### src/logic/rib_pkg.sv
package rib_pkg;

    typedef logic [31:0] addr_t;
    typedef logic [31:0] data_t;
    typedef logic [3:0]  slave_sel_t;     // top nibble of the address
    typedef logic [2:0]  master_idx_t;

    // request bundle as a master presents it
    typedef struct packed {
        logic  req;
        logic  we;
        addr_t addr;
        data_t wdata;
    } mst_req_t;

    // request bundle as a slave sees it
    typedef struct packed {
        logic  we;
        addr_t addr;                      // select bits already cleared
        data_t wdata;
    } slv_req_t;

    localparam int NUM_MASTERS = 6;
    localparam int MAX_SLAVES  = 2 ** $bits(slave_sel_t);
    localparam int SEL_LSB     = $bits(addr_t) - $bits(slave_sel_t);

    // entry 0 wins, entry 5 loses
    localparam master_idx_t [NUM_MASTERS-1:0] PRIO_ORDER = {
        3'd4,
        3'd5,
        3'd3,
        3'd1,
        3'd2,
        3'd0
    };

    localparam logic [NUM_MASTERS-1:0] FETCH_MASK = 6'b01_0010;  // masters 1 and 4

    // instruction fetch may proceed without stalling the pipeline
    localparam master_idx_t HOLD_FREE_MASTER = 3'd1;

    localparam data_t INST_NOP = 32'h0000_0001;

endpackage

### src/logic/rib.sv
`timescale 1ns/1ps

module rib #(
    parameter int NUM_SLAVES = 6
) (
    input  logic                                        clk,
    input  logic                                        reset_i,
    input  rib_pkg::mst_req_t [rib_pkg::NUM_MASTERS-1:0] mst_req_i,
    output rib_pkg::data_t [rib_pkg::NUM_MASTERS-1:0]   mst_rdata_o,
    output rib_pkg::slv_req_t [NUM_SLAVES-1:0]          slv_req_o,
    input  rib_pkg::data_t [NUM_SLAVES-1:0]             slv_rdata_i,
    output logic                                        hold_o
);

    import rib_pkg::*;

    master_idx_t grant_idx;
    logic        grant_valid;
    slave_sel_t  sel_idx;
    logic        sel_valid;

    // whole path is combinational, clk only feeds the checks
    rib_arbiter i_arbiter (
        .clk           (clk),
        .reset_i       (reset_i),
        .req_i         (mst_req_i),
        .grant_idx_o   (grant_idx),
        .grant_valid_o (grant_valid),
        .hold_o        (hold_o)
    );

    rib_request_route #(
        .NUM_SLAVES (NUM_SLAVES)
    ) i_request_route (
        .clk           (clk),
        .reset_i       (reset_i),
        .req_i         (mst_req_i),
        .grant_idx_i   (grant_idx),
        .grant_valid_i (grant_valid),
        .slv_req_o     (slv_req_o),
        .sel_idx_o     (sel_idx),
        .sel_valid_o   (sel_valid)
    );

    rib_response_route #(
        .NUM_SLAVES (NUM_SLAVES)
    ) i_response_route (
        .clk         (clk),
        .reset_i     (reset_i),
        .grant_idx_i (grant_idx),
        .sel_idx_i   (sel_idx),
        .sel_valid_i (sel_valid),
        .slv_rdata_i (slv_rdata_i),
        .mst_rdata_o (mst_rdata_o)
    );

endmodule

### src/logic/rib_arbiter.sv
`timescale 1ns/1ps

module rib_arbiter (
    input  logic                                        clk,
    input  logic                                        reset_i,
    input  rib_pkg::mst_req_t [rib_pkg::NUM_MASTERS-1:0] req_i,
    output rib_pkg::master_idx_t                        grant_idx_o,
    output logic                                        grant_valid_o,
    output logic                                        hold_o
);

    import rib_pkg::*;

    logic [NUM_MASTERS-1:0] req_vec;

    always_comb begin
        for (int m = 0; m < NUM_MASTERS; m++) begin
            req_vec[m] = req_i[m].req;
        end
    end

    // scan from lowest priority up so the last hit wins
    always_comb begin
        grant_idx_o   = '0;
        grant_valid_o = 1'b0;
        for (int p = NUM_MASTERS - 1; p >= 0; p--) begin
            if (req_vec[PRIO_ORDER[p]]) begin
                grant_idx_o   = PRIO_ORDER[p];
                grant_valid_o = 1'b1;
            end
        end
    end

    assign hold_o = grant_valid_o && (grant_idx_o != HOLD_FREE_MASTER);  // idle bus never stalls

    // a stall always points at a master that is really asking
    a_hold_has_grant: assert property (
        @(posedge clk) disable iff (reset_i)
        hold_o |-> grant_valid_o && req_vec[grant_idx_o]
    ) else $error("hold raised without a requesting grant");

endmodule

### src/logic/rib_request_route.sv
`timescale 1ns/1ps

module rib_request_route #(
    parameter int NUM_SLAVES = 6
) (
    input  logic                                        clk,
    input  logic                                        reset_i,
    input  rib_pkg::mst_req_t [rib_pkg::NUM_MASTERS-1:0] req_i,
    input  rib_pkg::master_idx_t                        grant_idx_i,
    input  logic                                        grant_valid_i,
    output rib_pkg::slv_req_t [NUM_SLAVES-1:0]          slv_req_o,
    output rib_pkg::slave_sel_t                         sel_idx_o,
    output logic                                        sel_valid_o
);

    import rib_pkg::*;

    mst_req_t              granted;
    addr_t                 slv_addr;
    logic [NUM_SLAVES-1:0] slv_we;

    if (NUM_SLAVES < 1 || NUM_SLAVES > MAX_SLAVES) begin : g_cfg_check
        $error("NUM_SLAVES must lie between 1 and %0d", MAX_SLAVES);
    end

    assign granted = req_i[grant_idx_i];

    assign sel_idx_o   = granted.addr[SEL_LSB +: $bits(slave_sel_t)];
    assign sel_valid_o = grant_valid_i && (sel_idx_o < NUM_SLAVES);  // no slave behind high selects

    // slave sees only its local offset
    assign slv_addr = addr_t'(granted.addr[SEL_LSB-1:0]);

    always_comb begin
        for (int s = 0; s < NUM_SLAVES; s++) begin
            slv_req_o[s] = '0;
            if (sel_valid_o && (sel_idx_o == s)) begin
                slv_req_o[s].we    = granted.we;
                slv_req_o[s].addr  = slv_addr;
                slv_req_o[s].wdata = granted.wdata;
            end
        end
    end

    for (genvar s = 0; s < NUM_SLAVES; s++) begin : g_we
        assign slv_we[s] = slv_req_o[s].we;
    end

    // one write strobe at most across the whole slave side
    a_single_we: assert property (
        @(posedge clk) disable iff (reset_i)
        $onehot0(slv_we)
    ) else $error("more than one slave write enable active");

    // a write reaching a slave came from the granted master
    a_we_source: assert property (
        @(posedge clk) disable iff (reset_i)
        (|slv_we) |-> grant_valid_i && granted.req && granted.we
    ) else $error("slave write without a granted writing master");

endmodule

### src/logic/rib_response_route.sv
`timescale 1ns/1ps

module rib_response_route #(
    parameter int NUM_SLAVES = 6
) (
    input  logic                                     clk,
    input  logic                                     reset_i,
    input  rib_pkg::master_idx_t                     grant_idx_i,
    input  rib_pkg::slave_sel_t                      sel_idx_i,
    input  logic                                     sel_valid_i,
    input  rib_pkg::data_t [NUM_SLAVES-1:0]          slv_rdata_i,
    output rib_pkg::data_t [rib_pkg::NUM_MASTERS-1:0] mst_rdata_o
);

    import rib_pkg::*;

    data_t [NUM_MASTERS-1:0] idle_rdata;
    data_t                   sel_rdata;

    // fetch ports idle on a nop, data ports on zero
    for (genvar m = 0; m < NUM_MASTERS; m++) begin : g_idle
        assign idle_rdata[m] = FETCH_MASK[m] ? INST_NOP : '0;
    end

    always_comb begin
        sel_rdata = '0;
        for (int s = 0; s < NUM_SLAVES; s++) begin
            if (sel_idx_i == s) begin
                sel_rdata = slv_rdata_i[s];
            end
        end
    end

    always_comb begin
        for (int m = 0; m < NUM_MASTERS; m++) begin
            if (sel_valid_i && (grant_idx_i == m)) begin
                mst_rdata_o[m] = sel_rdata;  // only the granted master listens
            end else begin
                mst_rdata_o[m] = idle_rdata[m];
            end
        end
    end

    // no slave selected means every master stays at rest
    a_idle_when_unselected: assert property (
        @(posedge clk) disable iff (reset_i)
        !sel_valid_i |-> mst_rdata_o == idle_rdata
    ) else $error("master read data moved without a selected slave");

endmodule
### config.mk
export PLATFORM = sky130hd
export DESIGN_NAME = rib
export DESIGN_NICKNAME = d
export VERILOG_FILES = /design/src/logic/rib_pkg.sv /design/src/logic/rib.sv /design/src/logic/rib_arbiter.sv /design/src/logic/rib_request_route.sv /design/src/logic/rib_response_route.sv
export SDC_FILE = /design/constraint.sdc
export NUM_CORES = 1
export LEC_CHECK = 0
export ABC_AREA = 1
export BUFFER_PORTS_ARGS = -buffer_cell sky130_fd_sc_hd__buf_2
export CAP_MARGIN = 20
export CORE_AREA = 2 2 452 454
export DETAILED_ROUTE_END_ITERATION = 8
export DIE_AREA = 0 0 454 456
export PLACE_DENSITY_LB_ADDON = 0.25
export SETUP_SLACK_MARGIN = 0.15
export SYNTH_ARGS = -nofsm -noshare
export SYNTH_HDL_FRONTEND = slang
export SYNTH_SLANG_ARGS = --single-unit
### constraint.sdc
create_clock -name vclk -period 3.35
set_input_delay 0.67 -clock vclk [all_inputs]
set_output_delay 0.67 -clock vclk [all_outputs]
set_load 0.1 [all_outputs]
==> reports/results.ini, run 1 <==
[timing]
slew_headroom_pct = 35.0
rsz0062_at_grt = yes
fin_ws_ps = -527
fin_crit_ps = 3880
hold_viol = 0
fmax_mhz = 258
final_max_slew_viol_count = 0
period_share_pct = 116
setup_viol_count_final = 558
max_slew.worst_pin.slew_ps = 975

[global_route]
grt_pass1_wl_mm = 189
antenna_found_initial = 47
grt_pass1_vias = 18600
grt_overflow_total = 0
grt_max_degree = 37
gr-usage-all-layers_pct = 13.7

[place]
numPortBuffers = 1147
placed_area_mm2 = 0.0292
place.gp.congestion = 0.888
dp_hpwl_mm = 123
dp_cells = 5684

[floorplan]
io_pins = 1173
die_area_mm2 = 0.207
die_w_um = 454
row_count = 165
initial_utilization_pct = 3.90
die_h_um = 456
core_mm2 = 0.202

[setup_path]
cp.depth = 22
crit_type = in2out
cp-end-kind = output port
path_delay_family = buffers and inverters
crit_buf_inv = 9
required_ps = 2680
cpMaxStageDelayCell = buf_12
startpoint_type = input port
cp_cell_sequence = buf_8 > nor2_4 > nand2_4 > buf_6 > nand3_2 > nand2_1 > nand2_1 > nand2_1 > nand2_2 > nand2_4 > buf_6 > buf_6 > nand2_2 > nand3_4 > nor2_4 > buf_12 > buf_4 > nand3_4 > buf_12 > buf_16 > nor2_4 > buf_12
worstPathArrival_ps = 3210
critPathMaxFanout = 8
max_stage_delay_ps = 230

[cells_and_area]
final_nets = 3756
drive_gt1_share_pct = 71.5
design_area_mm2 = 0.0356
design.seq.count = 0
final_cells = 5857
clock_buffers = 0
regArea_um2 = 0
syn2layout_area_growth_pct = 353

[run_status]
violations = negative setup slack
status = finished, violations left

[yosys]
synth_warnings = 0
synthesis.area_mm2 = 0.00787
synth.largest_area_cell = nor2_1
synthTopCellsByCount = nor2_1, nand2_1, nand3_1
yosys.cell_count.top_type = nor2_1
synth_top_area_share_pct = 33.0
synth_cell_types = 36
synth_area_leaders = nor2_1, nand2_1, nand3_1, a221oi_1, inv_1
yosysSeqAreaShare_pct = 0
syn_inst = 1712
syn_area_per_cell_um2 = 4.60

[power_and_ir_drop]
irDropWorstVdd_v = 0.0000873
p_leak_nw = 14.4
p_per_area_mw_per_mm2 = 203

[hold_path]
holdPathStages = 4
hold_class = in2out

[routing]
vias_per_cell = 3.11
vias = 18200
route.detailed.drc = 0
wl_mm = 153
drt-initial-drc-count = 932
ant_nets = 0
routedWlPerCell_um = 26.1
first_pass_iters = 5

[job]
max-cap-violations = 0

[timing repair]
action                                  4_1_cts  5_1_grt
hold endpoints to repair                      0        0
cloned                                       35       16
pin swaps                                   128      160
endpoints found under the setup margin      558      558
buffers inserted                             67       34
hold buffers                                  0        0
resized for setup                           591      439
[layer usage]
layer / vias up / wire, um / track usage [%]
met1: 8869 / 58900 / 15.7
met4: 6 / 3850 / 2.77
met3: 123 / 6520 / 1.54
met5: - / 40 / 0
met2: 764 / 83800 / 26.6
li1: 8462 / - / -
[cell usage in the layout, fill, tap and decap left out, drive strengths merged]
| master | Yosys | layout |
|---|---|---|
| and2 | 2 | 2 |
| a22oi | 13 | 13 |
| nor4 | 1 | 1 |
| nand2 | 365 | 366 |
| a21oi | 5 | 5 |
| inv | 108 | 105 |
| a22o | 4 | 4 |
| nand3b | 9 | 9 |
| a41o | 23 | 23 |
| clkinvlp | 0 | 4 |
| nand3 | 122 | 122 |
| a221oi | 45 | 45 |
| o211ai | 47 | 47 |
| clkinv | 2 | 1 |
| conb | 1 | 24 |
| nor3 | 1 | 1 |
| o2111ai | 3 | 3 |
| nand4 | 4 | 4 |
| or2 | 1 | 1 |
| o2bb2ai | 26 | 26 |
| clkbuf | 54 | 13 |
| nor2 | 700 | 700 |
| o21ai | 64 | 64 |
| diode | 0 | 21 |
| buf | 112 | 1578 |
| bufbuf | 0 | 3 |
[metrics by stage]
step / utilization (%) / setup TNS (ps) / power (W) / hold WS (ps) / setup slack (ps)
after CTS: 16.5 / -261760 / 0.00685 / 1870 / -590
after global routing: 17.7 / -291260 / 0.00756 / 1910 / -637
after detailed placement: 14.5 / -352090 / 0.00594 / 1890 / -1120
after global placement: 14.5 / -375510 / 0.00596 / 1890 / -1180
after floorplan: - / -328610 / 0.00285 / 1680 / -824
final: 17.7 / -232580 / 0.00723 / 1880 / -527
[layout make-up]
type / count / area, um2
diodes: 21 / 52.6
fillers: 22500 / 166000
inverters: 110 / 485
well taps: 2672 / 3340
multi-input cells: 1460 / 11200
repair buffers: 1594 / 20600
[worst paths after layout]
path	startpoint	endpoint	slack [ps]
worst max-delay path	mst_req_i[131]	mst_rdata_o[96]	-530
worst min-delay path	mst_req_i[359]	slv_req_o[289]	1880
[where the power goes]
| group | switching [W] | total (W) | internal, W |
|---|---|---|---|
| clock | 0 | 0.000000000838 | 0.000000000838 |
| combinational | 0.00457 | 0.00723 | 0.00267 |
| sequential | 0 | 0 | 0 |
| total | 0.00457 | 0.00723 | 0.00267 |
[logic make-up (layout without fill, tap and decap cells)]
| kind of cell | Yosys count | after routing | synth area share (%) |
|---|---|---|---|
| other | 1 | 45 | 0.0477 |
| AOI/OAI and AO/OA | 230 | 230 | 21.9 |
| buffers and inverters | 276 | 1704 | 16.1 |
| and+or+nand+nor | 1205 | 1206 | 62.0 |
(Power assumes the default switching activity.)
==> inputs of run 2 (changes only) <==
--- a/config.mk
+++ b/config.mk
@@ -8,9 +8,9 @@
 export ABC_AREA = 1
 export BUFFER_PORTS_ARGS = -buffer_cell sky130_fd_sc_hd__buf_2
 export CAP_MARGIN = 20
-export CORE_AREA = 2 2 452 454
+export CORE_AREA = 2 2 458 460
 export DETAILED_ROUTE_END_ITERATION = 8
-export DIE_AREA = 0 0 454 456
+export DIE_AREA = 0 0 460 462
 export PLACE_DENSITY_LB_ADDON = 0.25
 export SETUP_SLACK_MARGIN = 0.15
 export SYNTH_ARGS = -nofsm -noshare
==> constraint.sdc (replaced) <==
create_clock -name vclk -period 4.53
set_input_delay 0.906 -clock vclk [all_inputs]
set_output_delay 0.906 -clock vclk [all_outputs]
set_load 0.1 [all_outputs]
==> reports/results.ini, run 2 (synthesized netlist as in run 1, its figures left out) <==
[run_status]
status = finished, final reports clean

[setup_path]
critPathMaxFanout = 7  ; -1
crit_type = in2out
required_ps = 3620  ; +940 ps
startpoint_type = input port
worstPathArrival_ps = 3480  ; +270 ps
cp-end-kind = output port

[cells_and_area]
syn2layout_area_growth_pct = 313
multiInputGateArea_mm2 = 0.00988  ; -11%
design.seq.count = 0  ; unchanged
final_common_cell = buf_12
regArea_um2 = 0  ; unchanged
design_area_mm2 = 0.0325  ; -8.8%
utilization_pct = 15.6  ; -2.0 points
clock_buffers = 0  ; unchanged
layout_common_cells = buf_12, buf_2, nor2_2
final_nets = 3628  ; -3.4%
final_cells = 5810  ; -0.80%
n_fill_cell = 23800  ; +5.5%
drive_gt1_share_pct = 73.4  ; +2.0 points

[global_route]
antenna_found_initial = 101  ; +110%
grt_pass1_vias = 17900  ; -3.6%
gr-usage-all-layers_pct = 12.3  ; -1.3 points
grt_overflow_total = 0  ; unchanged
grt_max_degree = 58  ; +57%
grt_pass1_wl_mm = 175  ; -7.4%

[floorplan]
core_mm2 = 0.208  ; +3.2%
row_count = 168  ; +1.8%
io_pins = 1173  ; unchanged
die_h_um = 462  ; +1.3%
die_area_mm2 = 0.213  ; +2.7%
die_w_um = 460  ; +1.3%
initial_utilization_pct = 3.78  ; -0.12 points

[routing]
vias_per_cell = 3.07  ; -1.4%
wl_met2_mm = 69.4  ; -17%
vias = 17800  ; -2.2%
top_layer_used = met5
dr_wl_met3_mm = 15.0  ; +130%
drt-initial-drc-count = 967  ; +3.8%
ant_nets = 0  ; unchanged
wl_mm = 144  ; -6.2%
routedWlPerCell_um = 24.7  ; -5.4%
route.detailed.drc = 0  ; unchanged
first_pass_iters = 5  ; unchanged
met1_length_mm = 54.9  ; -6.7%

[timing]
slew_headroom_pct = 37.6  ; +2.6 points
hold_viol = 0  ; unchanged
fmax_mhz = 228
setup_viol_count_final = 0  ; -100%
rsz0062_at_grt = yes
max_slew.worst_pin.slew_ps = 930  ; -45.1 ps
fin_crit_ps = 4380
final_max_slew_viol_count = 0  ; unchanged
period_share_pct = 96.7
whs_ps = 2380  ; +503 ps
setup_tns_ps = 0  ; +232580 ps

[place]
place.gp.congestion = 0.880  ; -0.86%
dp_cells = 5702  ; +0.32%
dp_hpwl_mm = 125  ; +1.6%
placed_area_mm2 = 0.0292  ; +0.21%
numPortBuffers = 1147  ; unchanged

[clock_tree]
ctsHoldBuffers = 0  ; unchanged

[power_and_ir_drop]
p_leak_nw = 12.9  ; -10%
p_per_area_mw_per_mm2 = 150  ; -26%
irDropWorstVdd_v = 0.0000774  ; -11%

[hold_path]
hold_class = in2out

[job]
max-cap-violations = 0  ; unchanged

==> run 2: changes by cell type in the layout (fill, tap and decap cells not counted), moves of 15 or more <==
cell / previous run / this run
nor2_1: 281 / 157
nand2_8: 32 / 5
nor2_4: 366 / 164
buf_16: 41 / 7
nand2_1: 229 / 262
nand3_4: 31 / 11
nor2_2: 53 / 379
buf_6: 80 / 36
buf_4: 178 / 132
diode_2: 21 / 54
nand3_2: 16 / 31
==> run 2: cell type report <==
type	instances	share of cell area, %
Timing Repair Buffer	1465	57.3
Multi-Input combinational cell	1461	30.4
Tap cell	2720	10.5
Inverter	110	1.44
Antenna cell	54	0.416
==> run 2: per-stage QoR <==
step                setup slack, ps  total power [W]
finish                          148          0.00488
global route                   18.1          0.00511
CTS                            72.2          0.00461
detailed placement             -274          0.00446
global placement               -295          0.00446
floorplan                      -192          0.00204
==> run 2: power by group <==
group              total [W]   internal (W)  switching [W]
registers                  0              0              0
clock network  0.00000000162  0.00000000162              0
logic                0.00488        0.00172        0.00316
==> run 2: repair_timing <==
action                                  in CTS  in global routing
endpoints found under the setup margin     501                540
resized for setup                          191                438
cloned                                       4                 13
setup buffers                                9                 28
pin swaps                                    7                 78
==> run 2: per-layer routing <==
| layer | vias to the layer above | GRT usage [%] |
|---|---|---|
| li1 | 8222 | - |
| met1 | 8348 | 14.2 |
| met2 | 1052 | 21.4 |
| met3 | 168 | 4.60 |
| met4 | 40 | 3.25 |
| met5 | - | 0 |
==> run 2: worst max-delay path, cell delays in order <==
cell and delay (ps):
buf_2 130, or2_2 350, nand3_4 160, inv_6 70
nand3_2 100, nand2_2 80, nor2_4 130, buf_12 140
buf_6 120, nand2_4 50, nor2_4 220, buf_12 150
clkbuf_16 140, nand2_1 50, nand4_1 110, buf_6 210
nand2_2 70, inv_2 70, buf_12 170
==> run 2: path summary, 6_finish.rpt <==
path                            from                to  cells past startpoint
worst max-delay path  mst_req_i[329]  mst_rdata_o[164]                     19
worst min-delay path  mst_req_i[374]    slv_req_o[174]                      4
==> inputs of run 3 (changes only) <==
--- a/config.mk
+++ b/config.mk
@@ -11,7 +11,7 @@
 export CORE_AREA = 2 2 458 460
 export DETAILED_ROUTE_END_ITERATION = 8
 export DIE_AREA = 0 0 460 462
-export PLACE_DENSITY_LB_ADDON = 0.25
+export PLACE_DENSITY = 0.3
 export SETUP_SLACK_MARGIN = 0.15
 export SYNTH_ARGS = -nofsm -noshare
 export SYNTH_HDL_FRONTEND = slang
==> reports/results.ini, run 3 (synthesized netlist as in run 1, its figures left out) <==
[run_status]
status = finished, final reports clean

[cells_and_area]
syn2layout_area_growth_pct = 301
final_nets = 3624  ; -0.11%
final_cells = 5786  ; -0.41%
drive_gt1_share_pct = 71.0  ; -2.4 points
layout_common_cells = buf_12, buf_2, nor2_2
final_common_cell = buf_12
clock_buffers = 0  ; unchanged
design_area_mm2 = 0.0316  ; -2.8%
design.seq.count = 0  ; unchanged
regArea_um2 = 0  ; unchanged
utilization_pct = 15.2  ; -0.44 points

[hold_path]
worstHoldStart = slv_rdata_i[171]
hold_class = in2out

[routing]
first_pass_iters = 6  ; +1
ant_nets = 0  ; unchanged
drt-initial-drc-count = 895  ; -7.4%
vias_per_cell = 3.09  ; +0.68%
routedWlPerCell_um = 25.4  ; +2.7%
wl_mm = 147  ; +2.3%
vias = 17900  ; +0.26%
route.detailed.drc = 0  ; unchanged

[floorplan]
die_area_mm2 = 0.213  ; unchanged
die_w_um = 460  ; unchanged
die_h_um = 462  ; unchanged
row_count = 168  ; unchanged
initial_utilization_pct = 3.78  ; unchanged
core_mm2 = 0.208  ; unchanged
io_pins = 1173  ; unchanged

[timing]
fin_crit_ps = 4380  ; +2.58 ps
rsz0062_at_grt = yes
setup_viol_count_final = 0  ; unchanged
final_max_slew_viol_count = 0  ; unchanged
period_share_pct = 96.8  ; about the same
hold_viol = 0  ; unchanged
fmax_mhz = 228  ; about the same
slew_headroom_pct = 44.6  ; +6.9 points
max_slew.worst_pin.slew_ps = 831  ; -98.4 ps
setup_tns_ps = 0  ; unchanged

[setup_path]
cp-end-kind = output port
startpoint_type = input port
crit_type = in2out
cp-startpoint = mst_req_i[65]
critPathMaxFanout = 8  ; +1
required_ps = 3620  ; about the same
worstPathArrival_ps = 3480  ; about the same

[global_route]
grt_pass1_vias = 18000  ; +0.33%
grt_pass1_wl_mm = 180  ; +3.1%
grt_overflow_total = 0  ; unchanged
gr-usage-all-layers_pct = 12.7  ; +0.37 points
grt_max_degree = 61  ; +5.2%
antenna_found_initial = 128  ; +27%

[place]
numPortBuffers = 1147  ; unchanged
dp_hpwl_mm = 129  ; +3.0%
placed_area_mm2 = 0.0292  ; -0.14%
dp_cells = 5699  ; -0.053%
place.gp.congestion = 0.879  ; -0.14%

[job]
max-cap-violations = 0  ; unchanged

[clock_tree]
ctsHoldBuffers = 0  ; unchanged

[power_and_ir_drop]
intPower_w = 0.00169  ; -1.8%
p_comb_share_pct = 100.0  ; about the same
p_sw_w = 0.00306  ; -3.3%
p_seq_share_pct = 0  ; unchanged
irDropWorstVdd_v = 0.0000714  ; -7.7%
switching_share_pct = 64.4  ; -0.35 points
p_per_area_mw_per_mm2 = 150  ; about the same
clockPowerShare_pct = 0  ; unchanged
p_leak_nw = 12.7  ; -1.8%

run 3: cell count changes in the layout (fill, tap and decap cells not counted), moves of 10 or more:
cell / previous run / this run
nor2_1: 157 / 169
nand3_1: 81 / 92
buf_8: 16 / 5
nand2_2: 48 / 38
buf_12: 677 / 667
nor2_4: 164 / 77
nand2_4: 51 / 30
buf_4: 132 / 150
inv_1: 68 / 86
nand2_1: 262 / 290
diode_2: 54 / 34
nor2_2: 379 / 454
run 3: what timing repair did:
| action | CTS | global route |
|---|---|---|
| endpoints found under the setup margin | 530 | 483 |
| gates resized for setup | 168 | 238 |
| setup buffers | 5 | 25 |
| pin swaps | 5 | 37 |
| gates cloned | 1 | 22 |
run 3: power by group through the flow:
| stage | combinational, W | sequential [W] | clock, W |
|---|---|---|---|
| finish | 0.00475 | 0 | 0.00000000101 |
| detailed placement | 0.00444 | 0 | 0 |
| global placement | 0.00444 | 0 | 0 |
| global route | 0.00497 | 0 | 0.000000000178 |
| floorplan | 0.00204 | 0 | 0 |
| CTS | 0.00456 | 0 | 0 |
run 3: layer usage:
metal  vias up  GRT usage [%]  routed length (um)
met2      1097           23.4               74800
met5         -              0                 505
li1       8178              -                   -
met3       220           4.07               14200
met4        76           1.39                2650
met1      8306           14.6               54800
run 3: final timing paths:
path	endpoint	slack, ps	cells after the start
worst max-delay path	slv_req_o[232]	150	23
worst min-delay path	mst_rdata_o[43]	2400	6
run 3: layout make-up:
class | instances | area [um2]
Antenna cell | 34 | 85.1
Fill cell | 23800 | 177000
Inverter | 110 | 454
Multi-Input combinational cell | 1459 | 9100
Tap cell | 2720 | 3400
Timing Repair Buffer | 1463 | 18500
run 3: metrics by stage:
stage | hold WS, ps | setup WS [ps] | total power, W
floorplan | 2200 | -192 | 0.00204
detailed placement | 2440 | -132 | 0.00444
global placement | 2440 | -139 | 0.00444
global route | 2440 | 33.6 | 0.00497
CTS | 2430 | 128 | 0.00456
finish | 2400 | 146 | 0.00475
run 3: critical path, cell delays in order:
cell and delay (ps):
buf_6 100, inv_4 50, nand2_4 60, inv_6 70
nand2_8 80, clkbuf_16 170, nand2_4 60, nand2_2 40
nand2_1 60, nand2_2 60, nand2_4 80, nand2_4 60
nor2_4 150, buf_12 190, nand2_8 60, nor2_4 120
buf_6 120, buf_12 130, nand2_8 70, buf_16 150
clkbuf_16 230, nor2_2 160, buf_12 190
